**src/source/mem_params.svh**
```systemverilog
`ifndef MEM_PARAMS_SVH
`define MEM_PARAMS_SVH

// ######################################################################
// memory geometry
// ######################################################################

// size of the shared memory in bytes, kept a power of two
`define MEM_SIZE 1024

// byte address width, log2 of the memory size
`define ADDR_WIDTH 10

// width of one word on both ports
`define DATA_WIDTH 32

// number of register stages in the memory pipeline
`define MEM_DEPTH 10

`endif

```
**src/source/mem_req_pkg.sv**
```systemverilog
`include "mem_params.svh"

package mem_req_pkg;

  // ######################################################################
  // memory access description
  // ######################################################################

  // width of a single access
  typedef enum logic {
    BYTE = 1'b0,
    WORD = 1'b1
  } access_size_t;

  // request as presented by a port
  // wdata is only meaningful for writes, and a byte write uses wdata[7:0]
  typedef struct packed {
    logic                   valid;
    logic                   write;
    access_size_t           size;
    logic [`ADDR_WIDTH-1:0] addr;
    logic [`DATA_WIDTH-1:0] wdata;
  } mem_req_t;

endpackage

```
**src/source/port_pkg.sv**
```systemverilog
`include "mem_params.svh"

package port_pkg;

  // ######################################################################
  // requesters and returns
  // ######################################################################

  // which side of the core issued a request
  typedef enum logic {
    PORT_FETCH = 1'b0,
    PORT_DATA  = 1'b1
  } port_id_t;

  // granted request with its origin, from the arbiter into the pipeline
  typedef struct packed {
    mem_req_pkg::mem_req_t req;
    port_id_t              port;
  } tagged_req_t;

  // read result leaving the pipeline
  // rdata holds the bytes at addr to addr+3, least significant first
  typedef struct packed {
    logic                      valid;
    port_id_t                  port;
    mem_req_pkg::access_size_t size;
    logic [`DATA_WIDTH-1:0]    rdata;
  } raw_rsp_t;

  // response returned to one port
  typedef struct packed {
    logic                   valid;
    logic [`DATA_WIDTH-1:0] data;
  } port_rsp_t;

endpackage

```
**src/source/rsp_router.sv**
```systemverilog
`timescale 1ns/10ps

`include "mem_params.svh"

module rsp_router (
  input  logic                clk_i,
  input  logic                rst_i,
  input  port_pkg::raw_rsp_t  rsp_i,
  output port_pkg::port_rsp_t fetch_rsp_o,
  output port_pkg::port_rsp_t data_rsp_o
);

  logic [`DATA_WIDTH-1:0] ext_data;
  logic                   to_fetch;
  logic                   to_data;

  // byte reads return the low byte with the upper bits cleared
  always_comb begin
    if (rsp_i.size == mem_req_pkg::BYTE) begin
      ext_data = {{(`DATA_WIDTH-8){1'b0}}, rsp_i.rdata[7:0]};
    end else begin
      ext_data = rsp_i.rdata;
    end
  end

  assign to_fetch = rsp_i.valid && (rsp_i.port == port_pkg::PORT_FETCH);
  assign to_data  = rsp_i.valid && (rsp_i.port == port_pkg::PORT_DATA);

  always_ff @(posedge clk_i) begin
    if (!rst_i) begin
      fetch_rsp_o.valid <= 1'b0;
      data_rsp_o.valid  <= 1'b0;
    end else begin
      fetch_rsp_o.valid <= to_fetch;
      data_rsp_o.valid  <= to_data;
    end
  end

  // data lines only move when their port gets a result
  always_ff @(posedge clk_i) begin
    if (to_fetch) begin
      fetch_rsp_o.data <= ext_data;
    end
    if (to_data) begin
      data_rsp_o.data <= ext_data;
    end
  end

  // each raw response shows up on exactly one port one cycle later
  assert property (@(posedge clk_i) disable iff (!rst_i)
    rsp_i.valid |=> $onehot({fetch_rsp_o.valid, data_rsp_o.valid}))
    else $error("rsp_router: response not routed to a single port");

endmodule

```
**config.mk**
```make
export PLATFORM = sky130hd
export DESIGN_NAME = rsp_router
export DESIGN_NICKNAME = d
export VERILOG_FILES = /design/src/source/mem_req_pkg.sv /design/src/source/port_pkg.sv /design/src/source/rsp_router.sv
export VERILOG_INCLUDE_DIRS = /design/src /design/src/source
export SDC_FILE = /design/constraint.sdc
export NUM_CORES = 1
export LEC_CHECK = 0
export BUFFER_PORTS_ARGS = -buffer_cell sky130_fd_sc_hd__buf_2
export CAP_MARGIN = 5
export CORE_UTILIZATION = 45
export CTS_BUF_LIST = sky130_fd_sc_hd__clkbuf_2
export CTS_CLUSTER_SIZE = 25
export DETAILED_ROUTE_END_ITERATION = 10
export MAX_ROUTING_LAYER = met4
export PLACE_DENSITY = 0.79
export REMOVE_ABC_BUFFERS = 1
export SLEW_MARGIN = 20
export SYNTH_ARGS = -nofsm -noshare
export SYNTH_HDL_FRONTEND = slang
export SYNTH_SLANG_ARGS = --single-unit
```
**constraint.sdc**
```tcl
create_clock -name clk_i -period 2.9 [get_ports clk_i]
set_input_delay 0 -clock clk_i [delete_from_list [all_inputs] [get_ports clk_i]]
set_output_delay 0 -clock clk_i [all_outputs]
set_load 0.005 [all_outputs]
```
Yosys cells after proc, flatten, opt, wreduce, memory -nomap -nowiden
Cells that the tools add are included.
{"block": "word_totals", "input_bits": 37, "latchBits": 0, "mem_count": 0, "regBits": 66, "elab_cells": 8, "mem_bits_ro": 0, "ram_bits": 0}
{"block": "op_classes", "eq_ne": 0, "n_mul": 0, "addsub": 0, "shift": 0, "div_mod_pow": 0, "mux": 1, "bitwise": 1, "n_reduce_logical": 2, "magnitude_cmp": 0}
{"cell": "2-to-1 mux 32 bit", "n": 1}
{"cell": "logical AND 1 bit", "n": 2}
{"cell": "NOT 1 bit", "n": 1}

Depth between registers and ports, before layout
Gate-level depths: netlist of run 1.
{"block": "logic_depth", "depth_word": 2, "ltp_mapped": 2}

Worst setup path before layout of run 1
Ideal clock, no wire load.
{"block": "synth_path", "path_kind": "input port to flip-flop", "startpoint": "input port rsp_i[33] (netlist bit)", "endpoint": "register fetch_rsp_o[0] (netlist bit) (enable)", "required_time_ns": 2.475, "path_slack_ns": 1.022, "arrival_time_ns": 1.452, "stages": 1, "path_buffers": 0, "cell_sequence": "nor2b_1"}
{"block": "synth_between", "elab_chain_len": 2}
{"item": "start, declared", "line_no": "rsp_router.sv:8", "rtl": "input port_pkg::raw_rsp_t rsp_i,"}
{"item": "NOT 1 bit", "line_no": "rsp_router.sv:26", "rtl": "assign to_fetch = rsp_i.valid && (rsp_i.port == port_pkg::PORT_FETCH);"}
{"item": "logical AND 1 bit", "line_no": "rsp_router.sv:26"}
{"item": "end, declared", "line_no": "rsp_router.sv:9", "rtl": "output port_pkg::port_rsp_t fetch_rsp_o,"}
No other way between the ends.
A chain may end at the register's enable or synchronous reset.

Worst setup path in the final report of run 1
{"block": "layout_path", "startpoint": "input port rsp_i[34] (netlist bit)", "endpoint": "register fetch_rsp_o[21] (netlist bit) (enable)"}
{"block": "layout_between", "elab_chain_len": 1}
{"item": "logical AND 1 bit", "line_no": "rsp_router.sv:26"}
{"item": "via to_fetch", "line_no": "rsp_router.sv:14", "rtl": "logic to_fetch;"}
The timed path passes the listed nets, and every way through them passes these cells.

==> out/results.ini, run 1 <==
[sta]
layout_min_cycle_time_ns = 1.34
finalSetupViolations = 0
maxSlewViolCount = 0
timing.hold.ws_ns = 0.0709
worst_pin_slew_ns = 0.902
slew_headroom_pct = 39.7
hold_violations = 0
tns_ns = 0
post-route-period-util_pct = 46.2
rsz0062_at_grt = no
max_clock_freq_ghz = 0.746

[route]
drc = 0
dr.pass1.iters = 4
via_per_inst = 4.70
drtIter0Drc = 93
num_vias = 1406
routedWlPerCell_um = 15.0
ant_nets = 0
drt-total-wl_mm = 4.49

[place]
io_buffers = 102
hpwlAfterDp_mm = 2.54
place_congestion = 0.705

[critical_path]
critPathKind = primary input to register
cpPeakStageDelay_ns = 0.74
arrival_ns = 1.41
cp-end-kind = register
cp_cell_sequence = dlygate4sd3_1 > buf_2 > nor2b_4
cp_max_fo = 32
cp-start-kind = primary input
slowest_stage = nor2b_4
critical_path_required_ns = 2.97

[finish]
layout-drive-gt1-share_pct = 55.1
num-fill-cells = 309
area_delta_synth_final_pct = 46.9
nets = 281
antennaDiodeCount = 0

[synthesis]
yosys.area.top_type = edfxtp_1
syn_avg_cell_area_um2 = 22.8
synthCells = 96
synth.area.top_cells = edfxtp_1 88%, and2_2 6.2%, and2_1 2.0%
synth_seq_cells = 66
yosysSeqAreaShare_pct = 89.8
yosys_warnings = 0
synthDistinctLibCells = 8
synth_area_um2 = 2180
yosysTopAreaCellShare_pct = 88.0

[worst_hold_path]
hold_class = primary input to register

[clocking]
root_buffer = clkbuf_2
cts_sinks = 66
cts_buffers = 9
cts.path.max_buffers = 2
cts_tree = built
cts_max_level = 3
clk_pin_slew_ns = 0.16

[global_route]
grt_pass1_vias = 1458
grt_usage_pct = 19.7
grt_start_max_net_pins = 33
grt_pass1_wl_mm = 6.83
antenna_found_initial = 0
grt_overflow = 0

[die]
die_height_um = 71.7
core_um2 = 4500
start_util_pct = 48.5
num_io_pins = 103
rows = 24
dieArea_um2 = 5140
die_w_um = 71.7

[power_and_ir_drop]
power_density_nw_per_um2 = 555
leakagePower_nw = 1.30
ir_worst_vdd_v = 0.000311

[outcome]
status = completed

[run]
cap_viol_max_count = 0

critical path: cells and delay by family:
| family | cells | cell delay [ns] |
|---|---|---|
| simple gates | 1 | 0.74 |
| buf+inv | 2 | 0.65 |
final cells by class:
| type | count | area [µm²] | area share [%] |
|---|---|---|---|
| flip-flops and latches | 66 | 1960 | 61.2 |
| repair buffers | 139 | 878 | 27.4 |
| multi-input cells | 28 | 208 | 6.47 |
| well taps | 52 | 65.1 | 2.03 |
| clock buffers | 10 | 50.0 | 1.56 |
| clock inverters | 4 | 45.0 | 1.40 |
layer usage:
layer | routed length [µm] | GRT usage, %
met5 | 0 | -
met4 | 84 | 10.5
met3 | 344 | 6.89
met2 | 2340 | 33.2
met1 | 1720 | 20.2
state kept, by name (all words and copies together), names as in the netlist:
name and flops:
fetch_rsp_o 33, data_rsp_o 33
kinds of logic (layout without fill, tap and decap cells):
family,after synthesis,in the layout,synth area share [%]
flip-flops,66,66,89.8
AND/OR/NAND/NOR,28,28,9.16
buffers and inverters,2,153,1.03
power breakdown:
| group | internal [mW] | leakage, nW | switching [mW] |
|---|---|---|---|
| Sequential | 1.11 | 0.585 | 0.0158 |
| Clock | 0.190 | 0.0674 | 0.284 |
| Combinational | 0.0995 | 0.643 | 0.0746 |
stage by stage:
step / utilization [%] / cell area [µm²] / setup WS, ns / std cells / total power [mW]
2_1_floorplan: - / 2160 / 1.02 / 94 / 1.19
5_1_grt: 71.2 / 3210 / 1.54 / 299 / 1.86
3_5_place_dp: 61.1 / 2750 / 1.63 / 249 / 1.29
3_3_place_gp: 61.1 / 2750 / 1.66 / 249 / 1.28
6_report: 71.2 / 3210 / 1.56 / 299 / 1.78
4_1_cts: 71.2 / 3210 / 1.62 / 299 / 1.80
placed cells by master (no fill, tap or decap):
cell type / n
bufinv_16: 1
dfxtp_1: 2
and2_1: 7
nor2b_4: 1
dlygate4sd3_1: 36
clkbuf_2: 10
buf_2: 102
and2_2: 18
clkinv_2: 3
and3b_1: 1
and3_1: 1
edfxtp_1: 64
buf_4: 1
cell usage after synthesis (all sizes together):
master,instances
edfxtp,64
and3,1
dfxtp,2
buf,2
nor2b,1
and3b,1
and2,25
repair_timing:
| action | CTS | global route |
|---|---|---|
| hold buffers | 36 | 0 |
| resized for setup | 0 | 0 |
| buffers inserted | 0 | 0 |
| hold endpoints to repair | 66 | 0 |
| setup endpoints to repair | 0 | 0 |
worst paths after layout:
kind,depth (start not counted),startpoint,slack [ns],endpoint
max,3,rsp_i[34],1.56,fetch_rsp_o[21]
min,2,rsp_i[33],0.07,fetch_rsp_o[24]
(Power assumes the default switching activity.)
==> run 2, diff against run 1 <==
--- a/config.mk
+++ b/config.mk
@@ -8,7 +8,7 @@
 export LEC_CHECK = 0
 export BUFFER_PORTS_ARGS = -buffer_cell sky130_fd_sc_hd__buf_2
 export CAP_MARGIN = 5
-export CORE_UTILIZATION = 45
+export CORE_UTILIZATION = 43
 export CTS_BUF_LIST = sky130_fd_sc_hd__clkbuf_2
 export CTS_CLUSTER_SIZE = 25
 export DETAILED_ROUTE_END_ITERATION = 10
==> constraint.sdc (replaced) <==
create_clock -name clk_i -period 1.15 [get_ports clk_i]
set_input_delay 0 -clock clk_i [delete_from_list [all_inputs] [get_ports clk_i]]
set_output_delay 0 -clock clk_i [all_outputs]
set_load 0.005 [all_outputs]
==> run 2 against run 1 <==
Against the previous run:
- total power increased by 140%
- die area is 4.5% higher
- highest routed layer unchanged
- largest cell class unchanged
- critical endpoint is now data_rsp_o[32]
- cell area up 1.2%
==> out/results.ini, run 2 (synthesis results as in run 1) <==
[place]
placed_area_um2 = 2800  ; was 2750 µm²
place_congestion = 0.693  ; was 0.705
hpwlAfterDp_mm = 2.48  ; was 2.54 mm
io_buffers = 102  ; unchanged

[route]
wirelength_met1_mm = 1.83  ; was 1.72 mm
highest_layer = met4  ; unchanged
ant_nets = 0  ; unchanged
dr.pass1.iters = 4  ; unchanged
routedWlPerCell_um = 15.0  ; about the same
via_per_inst = 4.52  ; was 4.70
drtIter0Drc = 87  ; was 93
drc = 0  ; unchanged
drt-total-wl_mm = 4.74  ; was 4.49 mm
num_vias = 1432  ; was 1406
wl_met3_um = 371  ; was 344 µm
met2_length_mm = 2.48  ; was 2.34 mm

[power_and_ir_drop]
leakagePower_nw = 1.30  ; about the same
power_mw = 4.35  ; was 1.78 mW
power_density_nw_per_um2 = 1340  ; was 555 nW/µm²
ir_worst_vdd_v = 0.000833  ; was 0.000311 V

[sta]
maxSlewViolCount = 0  ; unchanged
slew_headroom_pct = 77.5  ; was 39.7%
worst_pin_slew_ns = 0.337  ; was 0.902 ns
timing.hold.ws_ns = 0.0623  ; was 0.0709 ns
max_clock_freq_ghz = 0.962
tns_ns = 0  ; unchanged
hold_violations = 0  ; unchanged
post-route-period-util_pct = 90.4
layout_min_cycle_time_ns = 1.04
finalSetupViolations = 0  ; unchanged
rsz0062_at_grt = no  ; unchanged

[die]
dieArea_um2 = 5370  ; was 5140 µm²
rows = 25  ; was 24
die_w_um = 73.3  ; was 71.7 µm
die_height_um = 73.3  ; was 71.7 µm
start_util_pct = 45.4  ; was 48.5%
num_io_pins = 103  ; unchanged
core_um2 = 4820  ; was 4500 µm²

[global_route]
grt_usage_pct = 19.0  ; was 19.7%
antenna_found_initial = 0  ; unchanged
grt_start_max_net_pins = 33  ; unchanged
grt_pass1_wl_mm = 6.76  ; was 6.83 mm
grt_overflow = 0  ; unchanged
grt_pass1_vias = 1387  ; was 1458

[critical_path]
critPathMostFrequentCell = dlygate4sd3_1
critical_path_required_ns = 1.49  ; was 2.97 ns
critical_path.startpoint = rst_i  ; was rsp_i[34]
cp_max_fo = 2  ; was 32
cpPeakStageDelay_ns = 0.56  ; was 0.74 ns
cp-endpoint = data_rsp_o[32]  ; was fetch_rsp_o[21]
cp-end-kind = register  ; unchanged
cp_cell_sequence = dlygate4sd3_1 > buf_2 > and3_1 > dlygate4sd3_1  ; was dlygate4sd3_1 > buf_2 > nor2b_4
cp.buffers_inverters = 3  ; was 2
cp-start-kind = primary input  ; unchanged
arrival_ns = 1.38  ; was 1.41 ns
crit_cells = 4  ; was 3
slowest_stage = dlygate4sd3_1  ; was nor2b_4
critPathKind = primary input to register  ; unchanged
crit_family = buffers and inverters  ; was simple AND/OR/NAND/NOR gates

[run]
cap_viol_max_count = 0  ; unchanged

[finish]
num-fill-cells = 344  ; was 309
layout-drive-gt1-share_pct = 54.8  ; was 55.1%
final_util_pct = 67.4  ; was 71.2%
nets = 282  ; was 281
antennaDiodeCount = 0  ; unchanged
layout.cells.most_common = buf_2  ; unchanged
final_cell_area_um2 = 3250  ; was 3210 µm²
area_delta_synth_final_pct = 48.7  ; was 46.9%
register_area_um2 = 1960  ; unchanged
multiInputGateArea_um2 = 208  ; unchanged
layout_common_cells = 102 x buf_2, 64 x edfxtp_1, 36 x dlygate4sd3_1  ; unchanged
reg_top3 = data_rsp_o x33, fetch_rsp_o x33  ; unchanged

[clocking]
cts_tree = built  ; unchanged
cts_setup_buffers = 0  ; unchanged
cts_max_level = 3  ; unchanged
cts_sinks = 66  ; unchanged
root_buffer = clkbuf_2  ; unchanged
cts_buffers = 9  ; unchanged
cts_hold_buf = 36  ; unchanged
clk_pin_slew_ns = 0.18  ; was 0.16 ns
ctsResizeCount = 0  ; unchanged
cts.path.max_buffers = 2  ; unchanged

[worst_hold_path]
min-delay-start = rsp_i[33]  ; unchanged
hold_class = primary input to register  ; unchanged

[outcome]
status = completed  ; unchanged

[run 2: changes by cell type in the layout (fill, tap and decap cells not counted), sizes merged]
cell,delta
clkinvlp,+1
bufinv,-1
buf,+1
clkinv,+2
[run 2: final cells by class]
cell class / instances / area share (%)
well taps: 67 / 2.58
clock buffers: 10 / 1.54
repair buffers: 140 / 28.0
flip-flops and latches: 66 / 60.4
clock inverters: 6 / 1.04
multi-input cells: 28 / 6.39
[run 2: worst min path at each step]
stage	to	slack (ns)	cells past startpoint
after floorplan	data_rsp_o[0]	0.1	0
after global placement	fetch_rsp_o[5]	0.20	1
after detailed placement	data_rsp_o[6]	0.19	1
after CTS	fetch_rsp_o[10]	0.02	3
after global routing	fetch_rsp_o[28]	0.007	3
final	fetch_rsp_o[4]	0.06	3
[run 2: power breakdown]
part	internal (mW)	switching (mW)	total (mW)
Combinational	0.263	0.192	0.455
Clock	0.276	0.768	1.04
Sequential	2.81	0.0415	2.85
Total	3.35	1.00	4.35
[run 2: metal layers]
| layer | GRT usage, % | vias to the layer above |
|---|---|---|
| li1 | - | 659 |
| met1 | 19.2 | 681 |
| met2 | 32.8 | 83 |
| met3 | 5.35 | 9 |
| met4 | 10.7 | 0 |
| met5 | - | - |
[run 2: stage by stage]
step	cells	worst slack (ns)
final	317	0.110
after global routing	317	0.0368
after CTS	317	0.0911
after detailed placement	265	0.305
after global placement	265	0.314
after floorplan	94	-0.728
