==> src/source/mem_params.svh <==
`ifndef MEM_PARAMS_SVH
`define MEM_PARAMS_SVH

// ######################################################################
// memory geometry
// ######################################################################

// size of the shared memory in bytes, kept a power of two
`define MEM_SIZE 1024

// byte address width, log2 of the memory size
`define ADDR_WIDTH 10

// width of one word on both ports
`define DATA_WIDTH 32

// number of register stages in the memory pipeline
`define MEM_DEPTH 10

`endif

==> src/source/mem_req_pkg.sv <==
`include "mem_params.svh"

package mem_req_pkg;

  // ######################################################################
  // memory access description
  // ######################################################################

  // width of a single access
  typedef enum logic {
    BYTE = 1'b0,
    WORD = 1'b1
  } access_size_t;

  // request as presented by a port
  // wdata is only meaningful for writes, and a byte write uses wdata[7:0]
  typedef struct packed {
    logic                   valid;
    logic                   write;
    access_size_t           size;
    logic [`ADDR_WIDTH-1:0] addr;
    logic [`DATA_WIDTH-1:0] wdata;
  } mem_req_t;

endpackage

==> src/source/port_pkg.sv <==
`include "mem_params.svh"

package port_pkg;

  // ######################################################################
  // requesters and returns
  // ######################################################################

  // which side of the core issued a request
  typedef enum logic {
    PORT_FETCH = 1'b0,
    PORT_DATA  = 1'b1
  } port_id_t;

  // granted request with its origin, from the arbiter into the pipeline
  typedef struct packed {
    mem_req_pkg::mem_req_t req;
    port_id_t              port;
  } tagged_req_t;

  // read result leaving the pipeline
  // rdata holds the bytes at addr to addr+3, least significant first
  typedef struct packed {
    logic                      valid;
    port_id_t                  port;
    mem_req_pkg::access_size_t size;
    logic [`DATA_WIDTH-1:0]    rdata;
  } raw_rsp_t;

  // response returned to one port
  typedef struct packed {
    logic                   valid;
    logic [`DATA_WIDTH-1:0] data;
  } port_rsp_t;

endpackage

==> src/source/port_arbiter.sv <==
`timescale 1ns/10ps

module port_arbiter (
  input  logic                     clk_i,
  input  logic                     rst_i,
  input  mem_req_pkg::mem_req_t    fetch_req_i,
  input  mem_req_pkg::mem_req_t    data_req_i,
  output logic                     fetch_ready_o,
  output logic                     data_ready_o,
  output port_pkg::tagged_req_t    grant_o
);

  // port that won the most recent contested cycle
  port_pkg::port_id_t last_q;

  logic contested;
  logic sel_data;

  assign contested = fetch_req_i.valid && data_req_i.valid;

  // a port only loses its ready when both ask and it won last time
  assign fetch_ready_o = !contested || (last_q == port_pkg::PORT_DATA);
  assign data_ready_o  = !contested || (last_q == port_pkg::PORT_FETCH);

  assign sel_data = data_req_i.valid && data_ready_o;

  always_comb begin
    if (sel_data) begin
      grant_o.req  = data_req_i;
      grant_o.port = port_pkg::PORT_DATA;
    end else begin
      // the fetch side is read-only, so any write bit is dropped here
      grant_o.req       = fetch_req_i;
      grant_o.req.write = 1'b0;
      grant_o.port      = port_pkg::PORT_FETCH;
    end
  end

  always_ff @(posedge clk_i) begin
    if (!rst_i) begin
      // data port takes the first tie
      last_q <= port_pkg::PORT_FETCH;
    end else if (contested) begin
      last_q <= sel_data ? port_pkg::PORT_DATA : port_pkg::PORT_FETCH;
    end
  end

  // ######################################################################
  // checks
  // ######################################################################

  // only one port may be accepted in a cycle
  assert property (@(posedge clk_i) disable iff (!rst_i)
    contested |-> !(fetch_ready_o && data_ready_o))
    else $error("port_arbiter: both ports ready while both request");

  // two contested cycles in a row go to different ports
  assert property (@(posedge clk_i) disable iff (!rst_i)
    (contested ##1 contested) |-> (grant_o.port != $past(grant_o.port)))
    else $error("port_arbiter: round robin did not alternate");

endmodule

==> config.mk <==
export PLATFORM = sky130hd
export DESIGN_NAME = port_arbiter
export DESIGN_NICKNAME = d
export VERILOG_FILES = /design/src/source/mem_req_pkg.sv /design/src/source/port_pkg.sv /design/src/source/port_arbiter.sv
export VERILOG_INCLUDE_DIRS = /design/src /design/src/source
export SDC_FILE = /design/constraint.sdc
export NUM_CORES = 1
export LEC_CHECK = 0
export ABC_AREA = 1
export BUFFER_PORTS_ARGS = -buffer_cell sky130_fd_sc_hd__clkbuf_2
export CORE_MARGIN = 4
export CORE_UTILIZATION = 26
export DETAILED_ROUTE_END_ITERATION = 8
export PLACE_DENSITY_LB_ADDON = 0.25
export SLEW_MARGIN = 20
export SYNTH_ARGS = -nofsm -noshare
export SYNTH_HDL_FRONTEND = slang
export SYNTH_SLANG_ARGS = --single-unit
==> constraint.sdc <==
create_clock -name clk_i -period 1.8 [get_ports clk_i]
set_input_delay 0.27 -clock clk_i [delete_from_list [all_inputs] [get_ports clk_i]]
set_output_delay 0.27 -clock clk_i [all_outputs]
set_load 0.02 [all_outputs]
Word-level counts from Yosys, hierarchy flattened
Index checks and enable logic that the tools add are counted.
{ "totals": {"latch_bits": 0, "romBits": 0, "reg_bits": 1, "elab_cells": 9, "memories": 0, "ram_bits": 0} }
{ "op_classes": {"n_mux": 2, "bitwise_logic": 1, "multipliers": 0, "n_div": 0, "n_eq_ne": 0, "addsub": 0, "n_reduce_logical": 5, "shifts": 0, "order_cmp": 0} }
{ "ops": {"columns": ["op", "n"], "rows": [
  ["2-to-1 mux 46 bit", 1],
  ["logical AND 1 bit", 2],
  ["logical OR 1 bit", 2],
  ["logical NOT 1 bit", 1],
  ["2-to-1 mux 1 bit", 1],
  ["inverter 1 bit", 1]
]} }

Logic depth before layout (Yosys ltp)
Gate-level depths: netlist of run 1.
{ "depth": {"word_depth": 5, "depth_mapped": 5, "depth_no_buf": 4} }

Worst setup path before layout of run 1
Ideal clock, no wire load.
{ "synth_timing": {"path_kind": "register to output", "start": "register last_q", "end": "output port grant_o[35] (netlist bit)", "arrival_time_ns": 1.114, "n_path_buf": 1, "required_time_ns": 1.530, "path_stages_with_launch": 6, "setup_slack_ns": 0.416, "path_cell_list": "dfxtp_1 -> nand3_2 -> nand2_2 -> buf_2 -> nand2_1 -> nand2_1"} }
{ "synth_lines": {"columns": ["item", "line", "text"], "rows": [
  ["from (decl)", "port_arbiter.sv:14", "port_pkg::port_id_t last_q;"],
  ["from (signal assigned)", "port_arbiter.sv:42", "last_q <= port_pkg::PORT_FETCH;"],
  ["from (signal assigned)", "port_arbiter.sv:44", "last_q <= sel_data ? port_pkg::PORT_DATA : port_pkg::PORT_FETCH;"],
  ["to (decl)", "port_arbiter.sv:10", "output port_pkg::tagged_req_t grant_o"]
]} }

==> results of run 1 <==
cell usage after synthesis:
cell | n | area [sq um]
or2_2 | 1 | 6.26
inv_2 | 1 | 3.75
nand2_2 | 9 | 56.3
nand2_1 | 124 | 465
buf_2 | 3 | 15.0
buf_8 | 1 | 15.0
nor2_1 | 3 | 11.3
dfxtp_1 | 1 | 20.0
buf_4 | 2 | 15.0
buf_6 | 3 | 33.8
nand3_2 | 1 | 10.0
inv_1 | 2 | 7.51
a21oi_4 | 1 | 16.3
per-layer routing:
metal  part of all wire  wire [um]  vias up
li1                   -          -      712
met1               0.32        960      530
met2               0.53       1580       75
met3               0.15        436        0
met4                  0          0        0
met5                  0          0        -
cell type report:
cell class / count / area [sq um]
fill: 283 / 1110
timing repair buffer: 142 / 733
multi-input combinational: 139 / 566
tap: 30 / 37.5
sequential: 1 / 20.0
inverter: 3 / 11.3
where the power goes:
group          leakage [uW]  switching (uW)  internal (uW)  total, uW
combinational       0.00102             265            182        447
clock                     0               0              0          0
sequential       0.00000828            2.17           24.2       26.4
total               0.00103             268            206        473
critical path: stages:
cell and delay, ns:
clkbuf_2 0.15, inv_2 0.06, a21oi_4 0.14, buf_4 0.27, nand2_1 0.10, nand2_1 0.07, clkbuf_2 0.16
stage by stage:
stage	std cells	total power (uW)	util
2_1_floorplan	152	284	-
3_3_place_gp	315	476	0.552
3_5_place_dp	315	478	0.552
4_1_cts	315	479	0.552
5_1_grt	315	521	0.552
6_report	315	473	0.552
cells by family (layout without fill, tap and decap cells):
kind of cell | count (synthesis) | in the layout | synth area share
and+or+nand+nor | 138 | 138 | 0.813
DFF | 1 | 1 | 0.0296
AOI/OAI and AO/OA | 1 | 1 | 0.0241
buffers and inverters | 12 | 145 | 0.133
how the worst max path moves through the flow:
| stage | slack, ns | from | cells past startpoint | to |
|---|---|---|---|---|
| 2_1_floorplan | 0.42 | last_q | 5 | grant_o[35] |
| 3_3_place_gp | 0.30 | data_req_i[44] | 7 | grant_o[10] |
| 3_5_place_dp | 0.31 | data_req_i[44] | 7 | grant_o[21] |
| 4_1_cts | 0.31 | data_req_i[44] | 7 | grant_o[21] |
| 5_1_grt | 0.19 | data_req_i[44] | 7 | grant_o[13] |
| 6_report | 0.31 | data_req_i[44] | 7 | grant_o[21] |
==> metrics.md, run 1 <==
| Metric | Value |
|---|---|
| Reg2reg start | last_q |
| Post-synth cell types | 13 |
| R2R setup slack | 1.05 ns |
| R2R Path End | last_q |
| Setup Skew | 0 ns |
| First-pass GRT wire length | 4.48 mm |
| Sequential cell area fraction in the yosys report | 0.0296 |
| Hold Path Stages | 3 |
| Via count | 1317 |
| Total track usage | 0.154 |
| Worst-path fanout max | 24 |
| RSZ-0062 raised after global routing | no |
| Worst skew pair latency | 0 ns |
| Final worst slack | 0.307 ns |
| Core area | 2480 sq um |
| Die height | 59.0 um |
| IO Port Bufs | 138 |
| Commonest cells after routing, fill and taps aside | 138 x clkbuf_2, 124 x nand2_1, 9 x nand2_2 |
| Met3 Use GR | 0.0261 |
| Final Instance Area | 1370 sq um |
| Largest Register | last_q |
| Post-Syn Nets | 244 |
| IO Pins | 140 |
| Synthesis-to-finish area growth | 102% |
| Gp weighted congestion | 0.676 |
| CP required | 1.53 ns |
| Row cnt | 18 |
| Total power per unit cell area | 346 nW/um^2 |
| Initial DRT Pass Iterations | 4 |
| Endpoints failing setup | 0 |
| Max reg flops | 1 |
| VDD IR max | 0.000223 V |
| Die area | 3480 sq um |
| Reg2Reg Depth | 3 |
| Outcome | finished, final reports clean |
| Startpoint types | primary input |
| Hold Startpoint | rst_i |
| Setup TNS | 0 ns |
| Max_cap viols | 0 |
| CTS resizes | 0 |
| Tmin final | 1.49 ns |
| Yosys warns | 0 |
| Worst setup EP type | output port |
| Post-CTS Hold Buffers | 0 |
| Slew Viols, Final | 0 |
| Class of the worst hold path | in -> reg |
| Synth Cell Area | 676 sq um |
| Post-Syn Instances | 152 |
| Leading cell type in the layout, fill and taps excluded | clkbuf_2 |
| Via/cell ratio | 4.18 |
| Post-CTS setup buffer count | 0 |
| WL final | 2.98 mm |
| Routed WL per cell | 9.45 um |
| GRT busiest layer | met2 |
| Mean Syn Cell Area | 4.45 sq um |
| Biggest regs | last_q: 1 flops |
| Number of synthesized register bits | 1 |
| CTS clk-pin slew, worst paths | 0 ns |
| N_diodes | 0 |
| Arrival time at the worst endpoint | 1.22 ns |
| Layout cells sized above 1 | 0.544 |
| Tightest Pin Transition | 0.225 ns |
| Final hold slack | 0.495 ns |
| Final Hold Viols | 0 |
| Worst slack at placement | 0.313 ns |
| Nets | 379 |
| Initial drt markers | 40 |
| Placed Area | 1370 sq um |
| Max Clk Rate | 0.670 GHz |
| DR DRC count | 0 |
| DP HPWL | 2.69 mm |
| Crit share post-route | 0.829 |
| Slew headroom | 0.850 |
| Die X-Extent | 59.0 um |
| Leak | 0.00103 uW |
| Grt ovf | 0 |
| Initial antenna violation count | 0 |
| Grt met2 use | 0.325 |
| Crit Path Category | in -> out |
| Worst Hold Endpoint | last_q |
| Largest net degree at the start of global routing | 25 |
| Routing usage on met1 | 0.164 |
| Initial Util | 0.273 |
| Vias in the first global route | 1136 |
| Post-route ant nets | 0 |
(Power assumes the default switching activity.)
==> inputs of run 2 (changes only) <==
--- a/config.mk
+++ b/config.mk
@@ -9,7 +9,7 @@
 export ABC_AREA = 1
 export BUFFER_PORTS_ARGS = -buffer_cell sky130_fd_sc_hd__clkbuf_2
 export CORE_MARGIN = 4
-export CORE_UTILIZATION = 26
+export CORE_UTILIZATION = 22
 export DETAILED_ROUTE_END_ITERATION = 8
 export PLACE_DENSITY_LB_ADDON = 0.25
 export SLEW_MARGIN = 20
==> constraint.sdc (replaced) <==
create_clock -name clk_i -period 1.3 [get_ports clk_i]
set_input_delay 0.195 -clock clk_i [delete_from_list [all_inputs] [get_ports clk_i]]
set_output_delay 0.195 -clock clk_i [all_outputs]
set_load 0.02 [all_outputs]
==> run 2 against run 1 <==
Design area is 13% higher. Power is 57% higher. Wire length is 6.0% higher. Combinational power is 58% higher. Utilization is 0.95 points lower. Sequential share of layout area is 0.090 points lower. Highest routed layer unchanged. Register-to-register slack worse by 0.52 ns.
==> metrics.md, run 2 (synthesis results as in run 1) <==
| Metric | Value |
|---|---|
| Reg2reg start | last_q |
| Biggest regs | last_q: 1 flops |
| Placed Area | 1420 sq um (+3.9%) |
| Crit path max-delay family | buffers and inverters |
| Row cnt | 19 (+1) |
| CTS clk-pin slew, worst paths | 0 ns (unchanged) |
| RSZ-0062 raised after global routing | yes |
| Via/cell ratio | 4.18 (about the same) |
| NetSw | 382 uW (+43%) |
| Worst Hold Endpoint | last_q |
| Reg2Reg Depth | 4 (+1) |
| Endpoints failing setup | 0 (unchanged) |
| Clk network pwr share | 0 (unchanged) |
| Grt ovf | 0 (unchanged) |
| Die height | 63.4 um (+7.5%) |
| Worst setup EP type | output port |
| Tmin final | 1.26 ns |
| Nets | 384 (+1.3%) |
| R2R setup slack | 0.53 ns (-0.52 ns) |
| Total track usage | 0.131 (-0.0227) |
| Initial Util | 0.237 (-0.0359) |
| Via count | 1342 (+1.9%) |
| CP peak stage delay | 0.16 ns (-0.11 ns) |
| Class of the worst hold path | in -> reg |
| Slew Viols, Final | 0 (unchanged) |
| Post-route ant nets | 0 (unchanged) |
| Hold Path Stages | 3 (unchanged) |
| Initial drt markers | 33 (-18%) |
| Arrival time at the worst endpoint | 1.06 ns (-0.16 ns) |
| CP required | 1.11 ns (-0.42 ns) |
| Initial DRT Pass Iterations | 4 (unchanged) |
| Largest net degree at the start of global routing | 27 (+8.0%) |
| Final Hold Viols | 0 (unchanged) |
| Routed WL per cell | 9.84 um (+4.1%) |
| Max Clk Rate | 0.796 GHz |
| Commonest cells after routing, fill and taps aside | 124 x nand2_1, 98 x clkbuf_2, 26 x buf_4 |
| DR DRC count | 0 (unchanged) |
| Core area | 2850 sq um (+15%) |
| Layout cells sized above 1 | 0.555 (+0.0113) |
| Slew headroom | 0.911 (+0.0613) |
| Max_cap viols | 0 (unchanged) |
| Leak | 0.00110 uW (+6.6%) |
| Synthesis-to-finish area growth | 129% |
| WL final | 3.16 mm (+6.0%) |
| Slowest stage cell, crit path | clkbuf_2 |
| Setup Skew | 0 ns (unchanged) |
| First-pass GRT wire length | 4.68 mm (+4.5%) |
| Startpoint types | primary input |
| Worst slack at placement | 0.00885 ns (-0.304 ns) |
| Net Sw Frac | 0.512 (-0.0531) |
| Tightest Pin Transition | 0.133 ns (-0.0919 ns) |
| Worst skew pair latency | 0 ns (unchanged) |
| Leading cell type in the layout, fill and taps excluded | nand2_1 |
| Final worst slack | 0.0436 ns (-0.263 ns) |
| Worst-path fanout max | 9 (-63%) |
| Max reg flops | 1 (unchanged) |
| Vias in the first global route | 1138 (+0.18%) |
| Flop pwr share | 0.051 (-0.005) |
| R2R Path End | last_q |
| Final Instance Area | 1550 sq um (+13%) |
| DP HPWL | 2.58 mm (-4.0%) |
| VDD IR max | 0.000253 V (+14%) |
| CP Cell Sequence | clkbuf_4 > inv_2 > a21oi_4 > buf_4 > clkbuf_16 > nand2_2 > nand2_1 > clkbuf_2 |
| Crit Path Category | in -> out |
| Initial antenna violation count | 0 (unchanged) |
| IO Pins | 140 (unchanged) |
| Setup TNS | 0 ns (unchanged) |
| Int Power | 363 uW (+77%) |
| Hold Startpoint | rst_i |
| Gp weighted congestion | 0.765 (+13%) |
| N_diodes | 0 (unchanged) |
| Logic pwr share | 0.949 (+0.005) |
| Crit share post-route | 0.966 |
| Outcome | finished, final reports clean |
| Total power per unit cell area | 481 nW/um^2 (+39%) |
| Die X-Extent | 63.4 um (+7.5%) |
| Largest Register | last_q |
| IO Port Bufs | 138 (unchanged) |
| Buf/Inv on CP | 5 (+1) |
| Die area | 4020 sq um (+16%) |
==> run 2: layer usage <==
metal | global-route usage | part of all wire | wire [um]
met2 | 0.269 | 0.52 | 1650
met4 | 0 | 0 | 0
met5 | 0 | 0 | 0
met1 | 0.139 | 0.34 | 1090
met3 | 0.0355 | 0.13 | 423
==> run 2: worst max-delay path by stage <==
stage	start	endpoint	depth (start not counted)
after floorplan	last_q	grant_o[35]	5
after global placement	last_q	grant_o[5]	6
after detailed placement	last_q	grant_o[12]	6
after CTS	last_q	grant_o[5]	6
after global routing	data_req_i[44]	grant_o[33]	8
final	data_req_i[44]	grant_o[42]	8
==> run 2: what timing repair did <==
action                     in CTS  in global routing
hold buffers                    0                  0
setup endpoints to repair       0                 43
setup buffers                   0                  2
gates resized for setup         0                 65
==> run 2: stage by stage <==
step | hold slack, ns | cells | util | power [uW]
2_1_floorplan | 0.323 | 152 | - | 394
3_3_place_gp | 0.419 | 317 | 0.498 | 678
6_report | 0.406 | 321 | 0.543 | 745
4_1_cts | 0.418 | 317 | 0.498 | 684
5_1_grt | 0.425 | 321 | 0.543 | 811
3_5_place_dp | 0.417 | 317 | 0.498 | 682
==> run 2: power groups by stage <==
stage          registers (uW)  clock network (uW)  logic [uW]
2_1_floorplan            36.9                   0         357
3_3_place_gp             37.3                   0         641
3_5_place_dp             37.3                   0         645
4_1_cts                  37.3                   0         647
5_1_grt                  38.2                   0         773
6_report                 37.7                   0         707
==> run 2: cell type report <==
type / instances / area [sq um]
inverters: 3 / 11.3
fillers: 318 / 1310
flip-flops and latches: 1 / 21.3
repair buffers: 147 / 903
well taps: 31 / 38.8
multi-input cells: 139 / 573
==> run 2: worst register-to-register path, stage by stage, from the launching register on <==
cell and delay, ns:
dfxtp_2 0.36, nand3_4 0.08, buf_4 0.14, nand2_1 0.05
nor2_1 0.04
==> inputs of run 3 (changes only) <==
--- a/config.mk
+++ b/config.mk
@@ -11,7 +11,9 @@
 export CORE_MARGIN = 4
 export CORE_UTILIZATION = 22
 export DETAILED_ROUTE_END_ITERATION = 8
+export GPL_TIMING_DRIVEN = 0
 export PLACE_DENSITY_LB_ADDON = 0.25
+export SETUP_SLACK_MARGIN = 0.15
 export SLEW_MARGIN = 20
 export SYNTH_ARGS = -nofsm -noshare
 export SYNTH_HDL_FRONTEND = slang
==> run 3 against run 2 <==
Register-to-register slack worse by 0.06 ns. Final cell count is 3.7% higher. Die area is the same. Utilization increased by 23 points. Flip-flop and latch count did not move. Clock skew stayed put. Via count increased by 8.9%. First-iteration DRC count is 33% higher. Critical path depth decreased by 2.
==> metrics.md, run 3 (synthesis results as in run 1) <==
| Metric | Value |
|---|---|
| Outcome | finished, final reports clean |
| Crit Path Category | reg -> out |
| Max reg flops | 1 (unchanged) |
| CP peak stage delay | 0.33 ns (+0.17 ns) |
| GRT busiest layer | met2 |
| CTS clk-pin slew, worst paths | 0 ns (unchanged) |
| Placed Area | 1520 sq um (+6.7%) |
| Max Clk Rate | 0.816 GHz (+2.5%) |
| Row cnt | 19 (unchanged) |
| Total power per unit cell area | 497 nW/um^2 (+3.3%) |
| Slew headroom | 0.904 (-0.00708) |
| CP required | 1.11 ns (about the same) |
| Nets | 396 (+3.1%) |
| Reg2Reg Depth | 4 (unchanged) |
| Met3 Use GR | 0.0444 (+0.00888) |
| Initial antenna violation count | 0 (unchanged) |
| Routing usage on met1 | 0.173 (+0.0341) |
| Die height | 63.4 um (unchanged) |
| IO Port Bufs | 138 (unchanged) |
| Grt ovf | 0 (unchanged) |
| Startpoint types | register |
| Tmin final | 1.23 ns (-0.0307 ns) |
| Worst-path fanout max | 6 (-3) |
| Initial Util | 0.237 (unchanged) |
| First-pass GRT wire length | 6.22 mm (+33%) |
| Initial drt markers | 44 (+33%) |
| Max_cap viols | 0 (unchanged) |
| Layout cells sized above 1 | 0.758 (+0.203) |
| Final Instance Area | 2200 sq um (+42%) |
| Largest net degree at the start of global routing | 11 (-59%) |
| Reg2reg start | last_q |
| R2R setup slack | 0.47 ns (-0.06 ns) |
| CP Cell Sequence | a21oi_4 > buf_8 > buf_6 > nand2_2 > nand2_2 > buf_8 |
| Leading cell type in the layout, fill and taps excluded | clkbuf_2 |
| Worst setup EP type | output port |
| CP Launch Point | last_q |
| Via/cell ratio | 4.39 (+4.9%) |
| Initial DRT Pass Iterations | 4 (unchanged) |
| N_diodes | 0 (unchanged) |
| Crit share post-route | 0.943 (-0.0236) |
| WL final | 4.14 mm (+31%) |
| R2R Path End | last_q |
| Final Hold Viols | 0 (unchanged) |
| Largest Register | last_q |
| Core area | 2850 sq um (unchanged) |
| End of the critical path | grant_o[30] |
| Endpoints failing setup | 0 (unchanged) |
| Grt met2 use | 0.403 (+0.134) |
| Setup Skew | 0 ns (unchanged) |
| Worst slack at placement | -0.110 ns (-0.119 ns) |
| Vias in the first global route | 1457 (+28%) |
| DR DRC count | 0 (unchanged) |
| DP HPWL | 2.90 mm (+12%) |
| Class of the worst hold path | in -> reg |
| Slowest stage cell, crit path | dfxtp_2 |
| Die area | 4020 sq um (unchanged) |
| Slew Viols, Final | 0 (unchanged) |
| Post-route ant nets | 0 (unchanged) |
| Leak | 0.00130 uW (+19%) |
| Overall Power | 1090 uW (+47%) |
| IO Pins | 140 (unchanged) |
| Final worst slack | 0.0743 ns (+0.0307 ns) |
| Gp weighted congestion | 0.781 (+2.2%) |
| Synthesis-to-finish area growth | 226% |
| Total track usage | 0.183 (+0.0516) |
| Via count | 1461 (+8.9%) |
| Commonest cells after routing, fill and taps aside | 91 x clkbuf_2, 69 x nand2_1, 60 x nand2_2 |
| Die X-Extent | 63.4 um (unchanged) |
| Biggest regs | last_q: 1 flops |
| VDD IR max | 0.000286 V (+13%) |
| Tightest Pin Transition | 0.143 ns (+0.0103 ns) |
| RSZ-0062 raised after global routing | yes |
| Hold Startpoint | rst_i |
| Arrival time at the worst endpoint | 1.03 ns (-0.03 ns) |
| Routed WL per cell | 12.4 um (+26%) |
| Worst skew pair latency | 0 ns (unchanged) |
-- run 3: changes by cell type in the layout (fill, tap and decap cells not counted), sizes merged --
| cell | delta |
|---|---|
| clkbuf | +3 |
| buf | +9 |
-- run 3: power by group --
| part | total, uW | switching [uW] | internal (uW) |
|---|---|---|---|
| registers | 37.7 | 3.60 | 34.1 |
| clock network | 0 | 0 | 0 |
| logic | 1060 | 489 | 567 |
-- run 3: stage by stage --
| step | cells | hold slack (ns) | utilization | TNS [ns] |
|---|---|---|---|---|
| after floorplan | 152 | 0.316 | - | 0 |
| after detailed placement | 321 | 0.410 | 0.532 | -3.58 |
| final | 333 | 0.409 | 0.771 | 0 |
| after global placement | 321 | 0.408 | 0.532 | -3.28 |
| after global routing | 333 | 0.424 | 0.771 | 0 |
| after CTS | 329 | 0.413 | 0.719 | 0 |
-- run 3: timing repair --
item                                    CTS  global route
gates cloned                              4             0
hold buffers                              0             0
pin swaps                                 1            25
resized for setup                       108            61
endpoints found under the setup margin   46            46
setup buffers                             4             4
-- run 3: worst min-delay path by stage --
| stage | to | slack, ns | depth (start not counted) |
|---|---|---|---|
| after global placement | last_q | 0.41 | 3 |
| after floorplan | last_q | 0.32 | 2 |
| after global routing | last_q | 0.42 | 3 |
| after detailed placement | last_q | 0.41 | 3 |
| after CTS | last_q | 0.41 | 3 |
| final | last_q | 0.41 | 3 |
-- run 3: critical path, delay by kind of cell, from the launching register on --
family / cells / cell delay, ns
compound gates: 1 / 0.16
buf+inv: 3 / 0.40
simple gates: 2 / 0.13
flops: 1 / 0.33
-- run 3: layout make-up --
cell class,count,area (sq um)
Fill cell,198,653
Multi-Input combinational cell,139,742
Tap cell,31,38.8
Sequential cell,1,21.3
Buffer,9,109
Inverter,3,11.3
Timing Repair Buffer,150,1280
-- run 3: routing by layer --
layer,vias up,share of wire,wire [um]
met2,79,0.57,2380
met1,633,0.32,1320
li1,749,-,-
met5,-,0,0
met3,0,0.11,443
met4,0,0,0
